### config.mk
export PLATFORM = sky130hd
export DESIGN_NAME = ps2_kbd_top
export DESIGN_NICKNAME = d
export VERILOG_FILES = /design/src/source/ps2_kbd_pkg.sv /design/src/source/kbd_bus_port.sv /design/src/source/ps2_kbd_top.sv /design/src/source/ps2_rx.sv /design/src/source/scan_fifo.sv
export SDC_FILE = /design/constraint.sdc
export NUM_CORES = 1
export LEC_CHECK = 0
export ABC_CLOCK_PERIOD_IN_PS = 3800
export BUFFER_PORTS_ARGS = -buffer_cell sky130_fd_sc_hd__clkbuf_2
export CORE_MARGIN = 2
export CORE_UTILIZATION = 58
export DETAILED_ROUTE_END_ITERATION = 8
export GPL_ROUTABILITY_DRIVEN = 0
export PLACE_DENSITY = 0.8
export SLEW_MARGIN = 25
export SYNTH_ARGS = -nofsm -noshare
export SYNTH_HDL_FRONTEND = slang
export SYNTH_SLANG_ARGS = --single-unit
export TNS_END_PERCENT = 20
### constraint.sdc
create_clock -name system_clk -period 3.8 [get_ports system_clk]
set_clock_uncertainty 0.1 [all_clocks]
set_input_delay 1.14 -clock system_clk [delete_from_list [all_inputs] [get_ports system_clk]]
set_output_delay 1.14 -clock system_clk [all_outputs]
set_load 0.005 [all_outputs]
### src/source/ps2_kbd_pkg.sv
package ps2_kbd_pkg;

    // Host bus
    localparam int ADDR_W = 14;                             // Bus address width
    localparam int BUS_W  = 64;                             // Read word width

    localparam logic [ADDR_W-1:0] KBD_DATA_ADDR   = 14'h2500;   // Character register
    localparam logic [ADDR_W-1:0] KBD_STATUS_ADDR = 14'h2501;   // Status word

    // PS/2 frame layout
    localparam int SCAN_W     = 8;                          // One scan byte
    localparam int FRAME_BITS = 11;                         // Start bit, byte, parity and stop
    localparam int BIT_CNT_W  = $clog2(FRAME_BITS);         // Holds 0 to 10

    // Receiver watchdog
    localparam int RX_IDLE_TIMEOUT = 2000;                  // Cycles without a fall mid-frame
    localparam int RX_TMR_W        = $clog2(RX_IDLE_TIMEOUT + 1);

    // Type-ahead buffer
    localparam int FIFO_DEPTH = 8;                          // Scan bytes held
    localparam int FIFO_LVL_W = 4;                          // Level 0 to 8
    localparam int FIFO_PTR_W = $clog2(FIFO_DEPTH);         // Circular index

    // Scan code handling
    localparam logic [SCAN_W-1:0] BREAK_CODE = 8'hF0;       // Key release prefix
    localparam int ASCII_W = 7;                             // 7-bit ASCII character
    localparam logic [ASCII_W-1:0] UNKNOWN_ASCII = 7'd63;   // Shown as '?'

    // Status word bit positions
    localparam int STAT_READY_BIT     = 0;                  // Character waiting
    localparam int STAT_OVERRUN_BIT   = 1;                  // Sticky FIFO drop
    localparam int STAT_FRAME_ERR_BIT = 2;                  // Sticky bad frame
    localparam int STAT_LEVEL_LSB     = 4;                  // Level in bits 7 to 4

endpackage

### src/source/kbd_bus_port.sv
`timescale 1ns/100ps

module kbd_bus_port (
    input  logic                               system_clk,
    input  logic                               rst_n,
    input  logic [ps2_kbd_pkg::SCAN_W-1:0]     head,         // FIFO head byte
    input  logic                               empty,
    input  logic [ps2_kbd_pkg::FIFO_LVL_W-1:0] level,
    input  logic                               overrun,      // FIFO drop strobe
    input  logic                               frame_error,  // Receiver bad frame strobe
    output logic                               pop,
    input  logic [ps2_kbd_pkg::ADDR_W-1:0]     address,
    input  logic                               read,         // Bus read strobe
    output logic [ps2_kbd_pkg::BUS_W-1:0]      read_data     // Registered response
);

    import ps2_kbd_pkg::*;

    logic               skip_q;                  // Next byte ends a break sequence
    logic [ASCII_W-1:0] char_q;                  // Held character
    logic               ready_q;                 // Character not yet read
    logic               ovr_q;                   // Sticky overrun
    logic               ferr_q;                  // Sticky frame error
    logic               data_rd;
    logic               status_rd;
    logic [BUS_W-1:0]   status_word;

    // Set-2 make codes to ASCII
    function automatic logic [ASCII_W-1:0] to_ascii(input logic [SCAN_W-1:0] sc);
        case (sc)
            8'h45:   to_ascii = 7'd48;           // 0
            8'h16:   to_ascii = 7'd49;           // 1
            8'h1E:   to_ascii = 7'd50;           // 2
            8'h26:   to_ascii = 7'd51;           // 3
            8'h25:   to_ascii = 7'd52;           // 4
            8'h2E:   to_ascii = 7'd53;           // 5
            8'h36:   to_ascii = 7'd54;           // 6
            8'h3D:   to_ascii = 7'd55;           // 7
            8'h3E:   to_ascii = 7'd56;           // 8
            8'h46:   to_ascii = 7'd57;           // 9
            8'h1C:   to_ascii = 7'd65;           // A
            8'h32:   to_ascii = 7'd66;           // B
            8'h21:   to_ascii = 7'd67;           // C
            8'h23:   to_ascii = 7'd68;           // D
            8'h24:   to_ascii = 7'd69;           // E
            8'h2B:   to_ascii = 7'd70;           // F
            8'h34:   to_ascii = 7'd71;           // G
            8'h33:   to_ascii = 7'd72;           // H
            8'h43:   to_ascii = 7'd73;           // I
            8'h3B:   to_ascii = 7'd74;           // J
            8'h42:   to_ascii = 7'd75;           // K
            8'h4B:   to_ascii = 7'd76;           // L
            8'h3A:   to_ascii = 7'd77;           // M
            8'h31:   to_ascii = 7'd78;           // N
            8'h44:   to_ascii = 7'd79;           // O
            8'h4D:   to_ascii = 7'd80;           // P
            8'h15:   to_ascii = 7'd81;           // Q
            8'h2D:   to_ascii = 7'd82;           // R
            8'h1B:   to_ascii = 7'd83;           // S
            8'h2C:   to_ascii = 7'd84;           // T
            8'h3C:   to_ascii = 7'd85;           // U
            8'h2A:   to_ascii = 7'd86;           // V
            8'h1D:   to_ascii = 7'd87;           // W
            8'h22:   to_ascii = 7'd88;           // X
            8'h35:   to_ascii = 7'd89;           // Y
            8'h1A:   to_ascii = 7'd90;           // Z
            default: to_ascii = UNKNOWN_ASCII;   // E0 and unmapped keys
        endcase
    endfunction

    assign pop       = ~empty & ~ready_q;        // Stall while a character waits
    assign data_rd   = read & (address == KBD_DATA_ADDR);
    assign status_rd = read & (address == KBD_STATUS_ADDR);

    always_comb begin
        status_word                                    = '0;
        status_word[STAT_READY_BIT]                    = ready_q;
        status_word[STAT_OVERRUN_BIT]                  = ovr_q;
        status_word[STAT_FRAME_ERR_BIT]                = ferr_q;
        status_word[STAT_LEVEL_LSB +: FIFO_LVL_W]      = level;
    end

    always_ff @(posedge system_clk) begin
        if (!rst_n) begin
            skip_q  <= 1'b0;
            char_q  <= '0;
            ready_q <= 1'b0;
            ovr_q   <= 1'b0;
            ferr_q  <= 1'b0;
        end else begin
            if (data_rd) begin
                ready_q <= 1'b0;                 // Host took the character
            end
            if (pop) begin
                if (skip_q) begin
                    skip_q <= 1'b0;              // Released key code discarded
                end else if (head == BREAK_CODE) begin
                    skip_q <= 1'b1;
                end else begin
                    char_q  <= to_ascii(head);
                    ready_q <= 1'b1;             // Wins over a same-cycle data read
                end
            end
            ovr_q  <= overrun | (ovr_q & ~status_rd);       // New event survives the clear
            ferr_q <= frame_error | (ferr_q & ~status_rd);
        end
    end

    // One-cycle response after the strobe
    always_ff @(posedge system_clk) begin
        if (!rst_n) begin
            read_data <= '0;
        end else if (data_rd) begin
            read_data <= BUS_W'(char_q);
        end else if (status_rd) begin
            read_data <= status_word;
        end else begin
            read_data <= '0;
        end
    end

    // FIFO empty comes from scan_fifo
    a_pop_legal: assert property (
        @(posedge system_clk) disable iff (!rst_n)
        pop |-> (!empty && !ready_q)
    ) else $error("kbd_bus_port pop while empty or holding a character");

    a_idle_bus_zero: assert property (
        @(posedge system_clk) disable iff (!rst_n)
        !read |=> (read_data == '0)
    ) else $error("kbd_bus_port read_data not zero after idle cycle");

endmodule

### src/source/ps2_kbd_top.sv
`timescale 1ns/100ps

module ps2_kbd_top (
    input  logic                           system_clk,
    input  logic                           rst_n,
    input  logic                           ps2_clk,     // Keyboard clock, idle high
    input  logic                           ps2_data,    // Keyboard data, idle high
    input  logic [ps2_kbd_pkg::ADDR_W-1:0] address,
    input  logic                           read,
    output logic [ps2_kbd_pkg::BUS_W-1:0]  read_data
);

    import ps2_kbd_pkg::*;

    logic [SCAN_W-1:0]     code;            // Receiver to FIFO
    logic                  code_valid;
    logic                  frame_error;     // Receiver to bus port
    logic [SCAN_W-1:0]     head;            // FIFO to bus port
    logic                  empty;
    logic [FIFO_LVL_W-1:0] level;
    logic                  overrun;
    logic                  pop;             // Bus port to FIFO

    ps2_rx i_ps2_rx (
        .system_clk  (system_clk),
        .rst_n       (rst_n),
        .ps2_clk     (ps2_clk),
        .ps2_data    (ps2_data),
        .code        (code),
        .code_valid  (code_valid),
        .frame_error (frame_error)
    );

    scan_fifo i_scan_fifo (
        .system_clk (system_clk),
        .rst_n      (rst_n),
        .push       (code_valid),
        .push_data  (code),
        .pop        (pop),
        .head       (head),
        .empty      (empty),
        .level      (level),
        .overrun    (overrun)
    );

    kbd_bus_port i_kbd_bus_port (
        .system_clk  (system_clk),
        .rst_n       (rst_n),
        .head        (head),
        .empty       (empty),
        .level       (level),
        .overrun     (overrun),
        .frame_error (frame_error),
        .pop         (pop),
        .address     (address),
        .read        (read),
        .read_data   (read_data)
    );

endmodule

### src/source/ps2_rx.sv
`timescale 1ns/100ps

module ps2_rx (
    input  logic                           system_clk,
    input  logic                           rst_n,
    input  logic                           ps2_clk,      // Keyboard clock, async
    input  logic                           ps2_data,     // Keyboard data, async
    output logic [ps2_kbd_pkg::SCAN_W-1:0] code,         // Last good scan byte
    output logic                           code_valid,   // Good frame strobe
    output logic                           frame_error   // Bad frame strobe
);

    import ps2_kbd_pkg::*;

    logic [1:0]            clk_sync;                     // ps2_clk double flop
    logic [1:0]            data_sync;                    // ps2_data double flop
    logic                  clk_prev;                     // Previous synced clock
    logic                  clk_fall;                     // Sample strobe
    logic [BIT_CNT_W-1:0]  bit_cnt;                      // Position in frame
    logic [RX_TMR_W-1:0]   idle_tmr;                     // Cycles since last fall
    logic [FRAME_BITS-2:0] frame_q;                      // Start, byte and parity
    logic                  last_bit;                     // Stop bit being sampled
    logic                  start_ok;
    logic                  parity_ok;
    logic                  stop_ok;
    logic                  frame_ok;

    // Both lines idle high so the synchronizers reset to one
    always_ff @(posedge system_clk) begin
        if (!rst_n) begin
            clk_sync  <= 2'b11;
            data_sync <= 2'b11;
            clk_prev  <= 1'b1;
        end else begin
            clk_sync  <= {clk_sync[0], ps2_clk};
            data_sync <= {data_sync[0], ps2_data};
            clk_prev  <= clk_sync[1];
        end
    end

    assign clk_fall = clk_prev & ~clk_sync[1];           // Keyboard drives data before fall
    assign last_bit = (bit_cnt == BIT_CNT_W'(FRAME_BITS - 1));

    // Frame checks valid while the stop bit sits on the synced data line
    assign start_ok  = ~frame_q[0];                      // Start must be low
    assign parity_ok = ^frame_q[SCAN_W+1:1];             // Odd over byte and parity
    assign stop_ok   = data_sync[1];                     // Stop must be high
    assign frame_ok  = start_ok & parity_ok & stop_ok;

    // LSB first so the newest bit enters at the top
    always_ff @(posedge system_clk) begin
        if (clk_fall) begin
            frame_q <= {data_sync[1], frame_q[FRAME_BITS-2:1]};
            if (last_bit) begin
                code <= frame_q[SCAN_W:1];               // Data byte between start and parity
            end
        end
    end

    always_ff @(posedge system_clk) begin
        if (!rst_n) begin
            bit_cnt     <= '0;
            idle_tmr    <= '0;
            code_valid  <= 1'b0;
            frame_error <= 1'b0;
        end else begin
            code_valid  <= 1'b0;                         // Strobes last one cycle
            frame_error <= 1'b0;
            if (clk_fall) begin
                idle_tmr <= '0;
                if (last_bit) begin
                    bit_cnt     <= '0;
                    code_valid  <= frame_ok;
                    frame_error <= ~frame_ok;
                end else begin
                    bit_cnt <= bit_cnt + 1'b1;
                end
            end else if (bit_cnt != '0) begin            // Watchdog only mid-frame
                if (idle_tmr == RX_TMR_W'(RX_IDLE_TIMEOUT - 1)) begin
                    bit_cnt  <= '0;                      // Drop the partial frame quietly
                    idle_tmr <= '0;
                end else begin
                    idle_tmr <= idle_tmr + 1'b1;
                end
            end
        end
    end

    a_bit_cnt_range: assert property (
        @(posedge system_clk) disable iff (!rst_n)
        bit_cnt <= BIT_CNT_W'(FRAME_BITS - 1)
    ) else $error("ps2_rx bit count out of range: %0d", bit_cnt);

    // One verdict per frame
    a_one_verdict: assert property (
        @(posedge system_clk) disable iff (!rst_n)
        !(code_valid && frame_error)
    ) else $error("ps2_rx code_valid and frame_error together");

endmodule

### src/source/scan_fifo.sv
`timescale 1ns/100ps

module scan_fifo (
    input  logic                               system_clk,
    input  logic                               rst_n,
    input  logic                               push,        // Write strobe
    input  logic [ps2_kbd_pkg::SCAN_W-1:0]     push_data,
    input  logic                               pop,         // Drop the head entry
    output logic [ps2_kbd_pkg::SCAN_W-1:0]     head,        // Oldest entry, fall-through
    output logic                               empty,
    output logic [ps2_kbd_pkg::FIFO_LVL_W-1:0] level,       // Entries held
    output logic                               overrun      // Byte dropped last cycle
);

    import ps2_kbd_pkg::*;

    logic [SCAN_W-1:0]     mem [FIFO_DEPTH];                // Scan byte storage
    logic [FIFO_PTR_W-1:0] wr_ptr;                          // Next free slot
    logic [FIFO_PTR_W-1:0] rd_ptr;                          // Oldest entry
    logic [FIFO_LVL_W-1:0] count;                           // Occupancy
    logic                  full;
    logic                  do_push;
    logic                  do_pop;

    // Wrap at the last slot so any depth works
    function automatic logic [FIFO_PTR_W-1:0] ptr_inc(input logic [FIFO_PTR_W-1:0] ptr);
        if (ptr == FIFO_PTR_W'(FIFO_DEPTH - 1)) begin
            ptr_inc = '0;
        end else begin
            ptr_inc = ptr + 1'b1;
        end
    endfunction

    assign full    = (count == FIFO_LVL_W'(FIFO_DEPTH));
    assign empty   = (count == '0);
    assign do_pop  = pop & ~empty;                          // Ignore pop on empty
    assign do_push = push & (~full | do_pop);               // Full is fine if a slot frees now

    assign head  = mem[rd_ptr];
    assign level = count;

    always_ff @(posedge system_clk) begin
        if (do_push) begin
            mem[wr_ptr] <= push_data;
        end
    end

    always_ff @(posedge system_clk) begin
        if (!rst_n) begin
            wr_ptr  <= '0;
            rd_ptr  <= '0;
            count   <= '0;
            overrun <= 1'b0;
        end else begin
            if (do_push) begin
                wr_ptr <= ptr_inc(wr_ptr);
            end
            if (do_pop) begin
                rd_ptr <= ptr_inc(rd_ptr);
            end
            case ({do_push, do_pop})
                2'b10:   count <= count + 1'b1;
                2'b01:   count <= count - 1'b1;
                default: count <= count;                    // Both or neither
            endcase
            overrun <= push & full & ~do_pop;               // Lost byte
        end
    end

    // Consumer must respect empty
    a_no_pop_empty: assert property (
        @(posedge system_clk) disable iff (!rst_n)
        pop |-> !empty
    ) else $error("scan_fifo pop while empty");

    a_level_bound: assert property (
        @(posedge system_clk) disable iff (!rst_n)
        level <= FIFO_LVL_W'(FIFO_DEPTH)
    ) else $error("scan_fifo level above depth: %0d", level);

endmodule

==> run summary, run 1 <==
In the routed design, unresolved DRC markers number 0. The worst setup slack after placement was 0.7347 ns. Summed over all layers, the global routing overflow is 0. Including well taps, the total number of placed cells is 685.

VDD sags by at most 0.0004255 V. For this block, the via count after detailed routing is 4172. The most common cell in the synthesized netlist is sky130_fd_sc_hd__edfxtp_1. The run gives 0 as the initial antenna violation count.

For the number of slew-limit violations in the final report, the log shows 0. The core region is 10940 um^2. The setup TNS was 0 ns; the number of buffers added for setup after CTS was 0.

The tools report the final-report hold violation count as 0. The starting utilization of the core area came out at 0.5986. For the count of cell types in the netlist, the log shows 68. The clock net in this run drives a total of 137 sinks.

The critical path goes through mux4_2 -> mux2i_4 -> inv_1 -> ha_1 -> o311ai_2 -> a311oi_1 -> or4_1 -> a31oi_1. The leakage power of the design is 0.002665 uW. The fraction of the cycle the final worst path needs is 0.8146.

The critical-path maximum fanout was 10. For this block, the routed nets add up to 12880 um of wire. Yosys attributes the largest share of cell area to sky130_fd_sc_hd__edfxtp_1 38%, sky130_fd_sc_hd__dfxtp_1 17%, sky130_fd_sc_hd__buf_4 6.4%. The tree is rooted in a sky130_fd_sc_hd__clkbuf_16. At the pin with the least slew margin, the transition time is 0.9219 ns. The fraction of layout cells with a size suffix above 1 came out at 0.1612.

The start point of the worst min-delay path was i_ps2_rx.data_sync[0]$_SDFF_PN1_. STA classifies the critical path startpoint as a flip-flop. By count the netlist is led by 82 x sky130_fd_sc_hd__edfxtp_1, 56 x sky130_fd_sc_hd__buf_4, 55 x sky130_fd_sc_hd__dfxtp_1, 47 x sky130_fd_sc_hd__nor2_1, 33 x sky130_fd_sc_hd__nand2_1.

The number of design-rule violations left by the first detailed-router iteration was 519; the post-detailed-route wirelength per cell was 17.96 um. The logs give 0.2244 for the total routing usage reported by global routing and 0.3663 for the met2 usage. The power per cell area was 603.4 nW/um^2; the buffer levels on the longest clock path was 2. Synthesis produced a netlist whose cell count is 529. The logs give 0.6555 for the post-route core utilization and 0 for the number of violations of the max-capacitance limit. For the number of clock buffers inserted by TritonCTS, the log shows 17.

The floorplan die area was 12150 um^2. The most used flip-flop cell after synthesis is sky130_fd_sc_hd__edfxtp_1. Setup violations remaining at the end of the flow were counted as 0.

The H-tree was split into 4 levels. For the clock insertion delay at the later pin of the skew report, the log shows 0.42 ns. The combined buffer and inverter count along the critical path came out at 1. The first global-routing pass estimated 20070 um of wire. In this run, synthesis inferred 82 flip-flops with an integrated enable. The total of warnings raised by yosys is 0. The share of the synthesized area in the top cell type works out to 0.3761. For the via count of the first global-routing pass, the log shows 3821. TritonCTS built the clock tree. The run gives 0.06173 as the fraction of met3 tracks used by global routing. The worst setup path is of the flip-flop to flip-flop kind. In the routed layout, each cell is associated on average with a via count of 5.819. Count of inserted antenna diode cells: 0. The count of non-filler cells in the finished layout was 717; the total power of the final layout was 4325 uW.

Entering global routing, the biggest net connects 21 pins. The post-cts resize count is 0, and the achievable frequency is 0.3230 GHz. The path class of the tightest hold or removal check is flip-flop to flip-flop. Setup repair after global routing left no endpoint under its margin.

After clock tree synthesis, the clock-pin slew on the worst setup and hold paths is 0.06 ns. The run gives 83 as the total I/O pin count. STA classifies the critical path endpoint as a flip-flop.

After synthesis the cells add up to 6546 um^2. The met1 usage is 0.2879, and the async set-reset flop share out of synthesis is 0. The area growth from synthesis to layout is 9.499%. The pre-antenna-repair detailed-routing pass consisted of 5 iterations. Synthesis inferred 137 register bits. The number of hold-repair buffers added at the cts stage came out at 0. For the sequential share of the synthesized area, the log shows 0.5443. Cell with the biggest individual delay on the critical path: sky130_fd_sc_hd__mux4_2.

For the critical path data required time, the log shows 4.05 ns. The flow ran to the end, and the final reports show no timing, DRC or antenna violations. The busiest layer in global routing is met2. The count of port buffers added during placement was 26. In this run the mean area of a mapped cell was 12.37 um^2.

For the headroom to the max-slew limit, the log shows 0.3831. In the final design database the tool counted 603 nets. Category of cells accounting for the largest share of critical-path delay: multiplexers. The floorplan die width came out at 110.2 um. The die is 110.2 um tall.

The largest stage delay on the critical path was 0.58 ns; the post-layout minimum cycle time was 3.096 ns. Across all setup checks in the final design, the least slack found is 0.7044 ns. Detailed placement HPWL: 8448 um. The arrival time of the worst setup path is 3.34 ns. The initialized floorplan defines 38 standard-cell rows. sky130_fd_sc_hd__edfxtp_1 takes more of the synthesized area than any other cell. The detail route stage leaves a number of antenna-violating nets equal to 0.
## routing by layer
metal,routed length (um),vias up
met1,5406,2023
met3,807,27
met2,6427,213
met5,0,-
li1,-,1909
met4,235,0
## final timing paths
| check | endpoint | slack, ns | cells past startpoint |
|---|---|---|---|
| max | i_kbd_bus_port.char_q[0]$_SDFFE_PN0P_ | 0.70 | 8 |
| min | i_ps2_rx.data_sync[1]$_SDFF_PN1_ | 0.31 | 1 |
| max reg2reg | i_kbd_bus_port.char_q[0]$_SDFFE_PN0P_ | 0.70 | 8 |
| min reg2reg | i_ps2_rx.data_sync[1]$_SDFF_PN1_ | 0.31 | 1 |
## metrics by stage
stage | area (um^2) | hold slack [ns]
global placement | 6593 | 0.2953
detailed placement | 6593 | 0.2959
global route | 7168 | 0.3332
floorplan | 6753 | 0.2863
CTS | 7168 | 0.3098
finish | 7168 | 0.3085
## final cells by class
class | instances | area (um^2)
sequential | 137 | 3563
tap | 140 | 175.2
fill | 771 | 3767
multi-input combinational | 362 | 2608
timing repair buffer | 37 | 212.7
clock buffer | 18 | 429.2
inverter | 9 | 33.78
clock inverter | 14 | 146.4
## registers in the layout, indices dropped and copies added, names as in the netlist, 4 cells and up, named ones only
register and flops:
i_ps2_rx.frame_q 10, i_scan_fifo.mem 64, i_ps2_rx.bit_cnt 4, i_kbd_bus_port.char_q 7
i_ps2_rx.idle_tmr 11, i_scan_fifo.level 4, i_kbd_bus_port.read_data 8, i_ps2_rx.code 8
## power breakdown
part | switching (uW) | internal (uW)
sequential | 74.1 | 1620
clock | 637 | 969
combinational | 605 | 417
total | 1320 | 3010
## cells by family after synthesis
| group | Yosys count | share of synthesized area |
|---|---|---|
| AND/OR/NAND/NOR | 154 | 0.1181 |
| flip-flops | 137 | 0.5443 |
| buffers and inverters | 85 | 0.08887 |
| AO/OA/AOI/OAI | 69 | 0.07302 |
| multiplexers | 43 | 0.1101 |
| adder cells (fa/ha/maj) | 20 | 0.03823 |
| XOR/XNOR | 20 | 0.02676 |
| other | 1 | 0.0005728 |
## layout by cell type, fill, tap and decap left out, types with 3 or more instances in the layout
cell type / count
sky130_fd_sc_hd__a211oi_1: 3
sky130_fd_sc_hd__a21oi_1: 24
sky130_fd_sc_hd__a221oi_1: 3
sky130_fd_sc_hd__a31oi_1: 3
sky130_fd_sc_hd__and2_1: 3
sky130_fd_sc_hd__and3_1: 4
sky130_fd_sc_hd__buf_4: 11
sky130_fd_sc_hd__clkbuf_16: 17
sky130_fd_sc_hd__clkbuf_2: 26
sky130_fd_sc_hd__clkinv_1: 3
sky130_fd_sc_hd__clkinvlp_4: 3
sky130_fd_sc_hd__conb_1: 56
sky130_fd_sc_hd__dfxtp_1: 55
sky130_fd_sc_hd__edfxtp_1: 82
sky130_fd_sc_hd__ha_1: 20
sky130_fd_sc_hd__inv_1: 6
sky130_fd_sc_hd__inv_6: 3
sky130_fd_sc_hd__mux2_2: 4
sky130_fd_sc_hd__mux2i_1: 17
sky130_fd_sc_hd__mux2i_4: 3
sky130_fd_sc_hd__mux4_1: 9
sky130_fd_sc_hd__mux4_2: 7
sky130_fd_sc_hd__nand2_1: 33
sky130_fd_sc_hd__nand2b_1: 9
sky130_fd_sc_hd__nand3_1: 11
sky130_fd_sc_hd__nand3b_1: 6
sky130_fd_sc_hd__nand4_1: 4
sky130_fd_sc_hd__nor2_1: 47
sky130_fd_sc_hd__nor2b_1: 3
sky130_fd_sc_hd__nor3_1: 10
sky130_fd_sc_hd__nor4_1: 4
sky130_fd_sc_hd__o21ai_0: 12
sky130_fd_sc_hd__o221ai_1: 4
sky130_fd_sc_hd__or3_1: 5
sky130_fd_sc_hd__xnor2_1: 11
sky130_fd_sc_hd__xor2_1: 9
Note: power is estimated with default switching activity, not from simulation.
==> inputs of run 2 (changes only) <==
ABC_CLOCK_PERIOD_IN_PS = 3100   (was 3800)
clock period = 3.1 ns   (was 3.8 ns; I/O delays follow)
==> run 2 against run 1 <==
Against the previous run: sequential share of layout area shrank 0.16 points; non-clock buffer count increased by 4; combinational power is 22% higher; via count fell by 0.74%; design area is 0.37% higher; register-to-register slack got worse by 0.49 ns; first-iteration DRC count shrank 22%; largest power group unchanged.
==> run summary, run 2 (synthesis results as in run 1) <==
Fraction of layout cells with a size suffix above 1: 0.1756 (+0.01438). The cell at the root of the clock tree was sky130_fd_sc_hd__clkbuf_16. The headroom to the max-slew limit was 0.3956 (+0.01255). Setup repair after global routing left no endpoint under its margin. The detail-routed via count per cell was 5.743 (-1.3%). The start-to-end type of the worst setup path was flip-flop to flip-flop. Leaving out fill and tap cells, the most frequent cells in the layout are 82 x sky130_fd_sc_hd__edfxtp_1, 56 x sky130_fd_sc_hd__conb_1, 54 x sky130_fd_sc_hd__dfxtp_1. The number of clock buffers inserted by TritonCTS is 17 (unchanged).

The tools report the arrival time of the worst setup path as 3.15 ns (-0.19 ns). Walking the worst path, the cells encountered are buf_4 -> mux4_1 -> mux2_2 -> a21oi_1 -> a221oi_1 -> or4_1 -> a31oi_1. The detailed placement HPWL was 8308 um (-1.7%). The floorplan die width is 110.2 um (unchanged), and the count of inserted antenna diode cells is 0 (unchanged). The tools report the number of violations of the max-capacitance limit as 0 (unchanged).

The vertical die dimension was 110.2 um (unchanged); the detailed-route via count was 4141 (-0.74%). The relative area change from synthesis to final layout works out to 9.901%. The number of instances on the worst hold path is 1 (unchanged).

The min-delay analysis places its worst path in the category flip-flop to flip-flop. The tools report the start point of the worst min-delay path as i_ps2_rx.data_sync[0]$_SDFF_PN1_. The setup TNS was 0 ns (unchanged).

The wire length of the first global-routing pass came out at 19800 um (-1.3%). The leakage power of the design came out at 0.002684 uW (+0.74%). The logs give 406 (-22%) for the number of design-rule violations left by the first detailed-router iteration and 0 (unchanged) for the number of failing setup endpoints in the final timing report. TritonCTS built the clock tree. The logs give 0.5986 (unchanged) for the starting utilization of the core area and 0.2220 (-0.002470) for the total routing usage reported by global routing. Number of routed nets with antenna violations: 0 (unchanged). The run gives 0.3460 GHz (+7.1%) as the achievable frequency. The endpoint identified for the worst register-to-register timing path is i_kbd_bus_port.char_q[0]$_SDFFE_PN0P_. For the floorplan die area, the log shows 12150 um^2 (unchanged).

The run gives 3923 (+2.7%) as the via count of the first global-routing pass. The first-pass iteration count of the detailed router is 5 (unchanged). The run gives 0 (unchanged) as the final-report hold violation count.

The post-CTS clock slew at the launch and capture registers of the worst setup and hold paths is 0.06 ns (about the same), and the largest net degree at the start of global routing is 21 (unchanged). Post-detailed-route wirelength per cell: 17.53 um (-2.4%). For the site row count, the log shows 38 (unchanged).

The setup slack of the most critical reg-to-reg path is 0.21 ns (-0.49 ns), and the wire length after detailed routing is 12640 um (-1.8%). The logs give 0 (unchanged) for the number of slew-limit violations in the final report and 0.42 ns (about the same) for the clock insertion delay at the later pin of the skew report. Number of logic stages on the critical path including buffering: 7 (-1).

The total I/O pin count was 83 (unchanged). The cell with the biggest individual delay on the critical path was sky130_fd_sc_hd__mux4_1. The worst hold path terminates at i_ps2_rx.data_sync[1]$_SDFF_PN1_. STA classifies the critical path endpoint as a flip-flop. Total DRC errors in the routed layout: 0 (unchanged). For the remaining global-route overflow, the log shows 0 (unchanged). The net count of the finished layout is 607 (+0.66%), and the buffer levels on the longest clock path is 2 (unchanged). The fraction of the cycle the final worst path needs was 0.9324 (+0.1178).

Leaving out fill and tap cells, the most frequent cell in the layout is sky130_fd_sc_hd__edfxtp_1. In the final layout, the registers with the most flip-flops are i_scan_fifo.mem x64, i_ps2_rx.idle_tmr x11, i_ps2_rx.frame_q x10. The tools report the total of fill cells in the finished design as 781 (+1.3%). The tools report the core outline area as 10940 um^2 (unchanged). The combined buffer and inverter count along the critical path is 1 (unchanged), and the initial antenna violation count is 0 (unchanged). The number of flip-flops under the largest register name came out at 64 (unchanged). Grouping stages by cell kind, the critical path spends the most delay in multiplexers. The largest stage delay on the critical path was 0.61 ns (+0.03 ns). The post-layout minimum cycle time was 2.891 ns (-0.2051 ns); the path depth of the worst reg2reg path was 7 (-1). The logs give 137 (unchanged) for the CTS sink count and 0.0006479 V (+52%) for the largest voltage drop on the vdd net.

The count of port buffers added during placement was 26 (unchanged); the count of H-tree levels built during CTS was 4 (unchanged). The measured slew at the worst slew-check pin is 0.9032 ns (-0.01875 ns). For the critical path data required time, the log shows 3.36 ns (-0.69 ns). The register with the most flip-flops in the final layout is i_scan_fifo.mem.

The run finished with clean final reports. The critical-path maximum fanout was 20 (+10). The worst setup path is launched from a flip-flop. The power per cell area works out to 727.9 nW/um^2 (+21%). For the total power of the final layout, the log shows 5237 uW (+21%).
-- run 2: area by class of cell --
class	count	area, um^2	share of cell area
repair buffers	41	242.7	0.03374
multi-input cells	362	2610	0.3628
inverters	9	33.78	0.004696
clock inverters	15	142.6	0.01983
clock buffers	17	425.4	0.05913
well taps	140	175.2	0.02435
flip-flops and latches	137	3565	0.4955
-- run 2: what timing repair did --
item / in CTS / in global routing
endpoints found under the setup margin: 0 / 8
gates resized for setup: 0 / 2
setup buffers: 0 / 0
hold buffers: 0 / 0
-- run 2: metrics by stage --
stage                     cell area, um^2  utilization  instances  hold WS [ns]  setup slack (ns)
after floorplan                      6753            -        584        0.2863            0.3104
after global placement               6623       0.6056        689        0.2916            0.2127
after detailed placement             6623       0.6056        689        0.3050           0.08328
after CTS                            7191       0.6576        721        0.3302           0.08279
after global routing                 7194       0.6579        721        0.3546           0.08922
final                                7194       0.6579        721        0.3292            0.2095
-- run 2: report_power, final --
group | switching, uW | internal [uW] | leakage, uW
Combinational | 721 | 523 | 0.00122
Clock | 798 | 1120 | 0.000274
Sequential | 86.2 | 1990 | 0.00119
Total | 1610 | 3630 | 0.00268
-- run 2: worst max-delay path by stage --
stage / start / endpoint / slack, ns
after floorplan: flip-flop / i_kbd_bus_port.char_q[0]$_SDFFE_PN0P_ / 0.31
after global placement: flip-flop / i_kbd_bus_port.char_q[0]$_SDFFE_PN0P_ / 0.21
after detailed placement: flip-flop / i_kbd_bus_port.char_q[0]$_SDFFE_PN0P_ / 0.08
after CTS: flip-flop / i_kbd_bus_port.char_q[5]$_SDFFE_PN0P_ / 0.08
after global routing: flip-flop / i_kbd_bus_port.char_q[0]$_SDFFE_PN0P_ / 0.09
final: flip-flop / i_kbd_bus_port.char_q[0]$_SDFFE_PN0P_ / 0.21
-- run 2: layer usage --
layer	GRT usage	part of all wire	vias to the layer above	routed length (um)
li1	-	-	1917	-
met1	0.2769	0.42	2026	5292
met2	0.3606	0.51	162	6386
met3	0.06408	0.051	36	645
met4	0.09911	0.025	0	317
met5	0	0	-	0
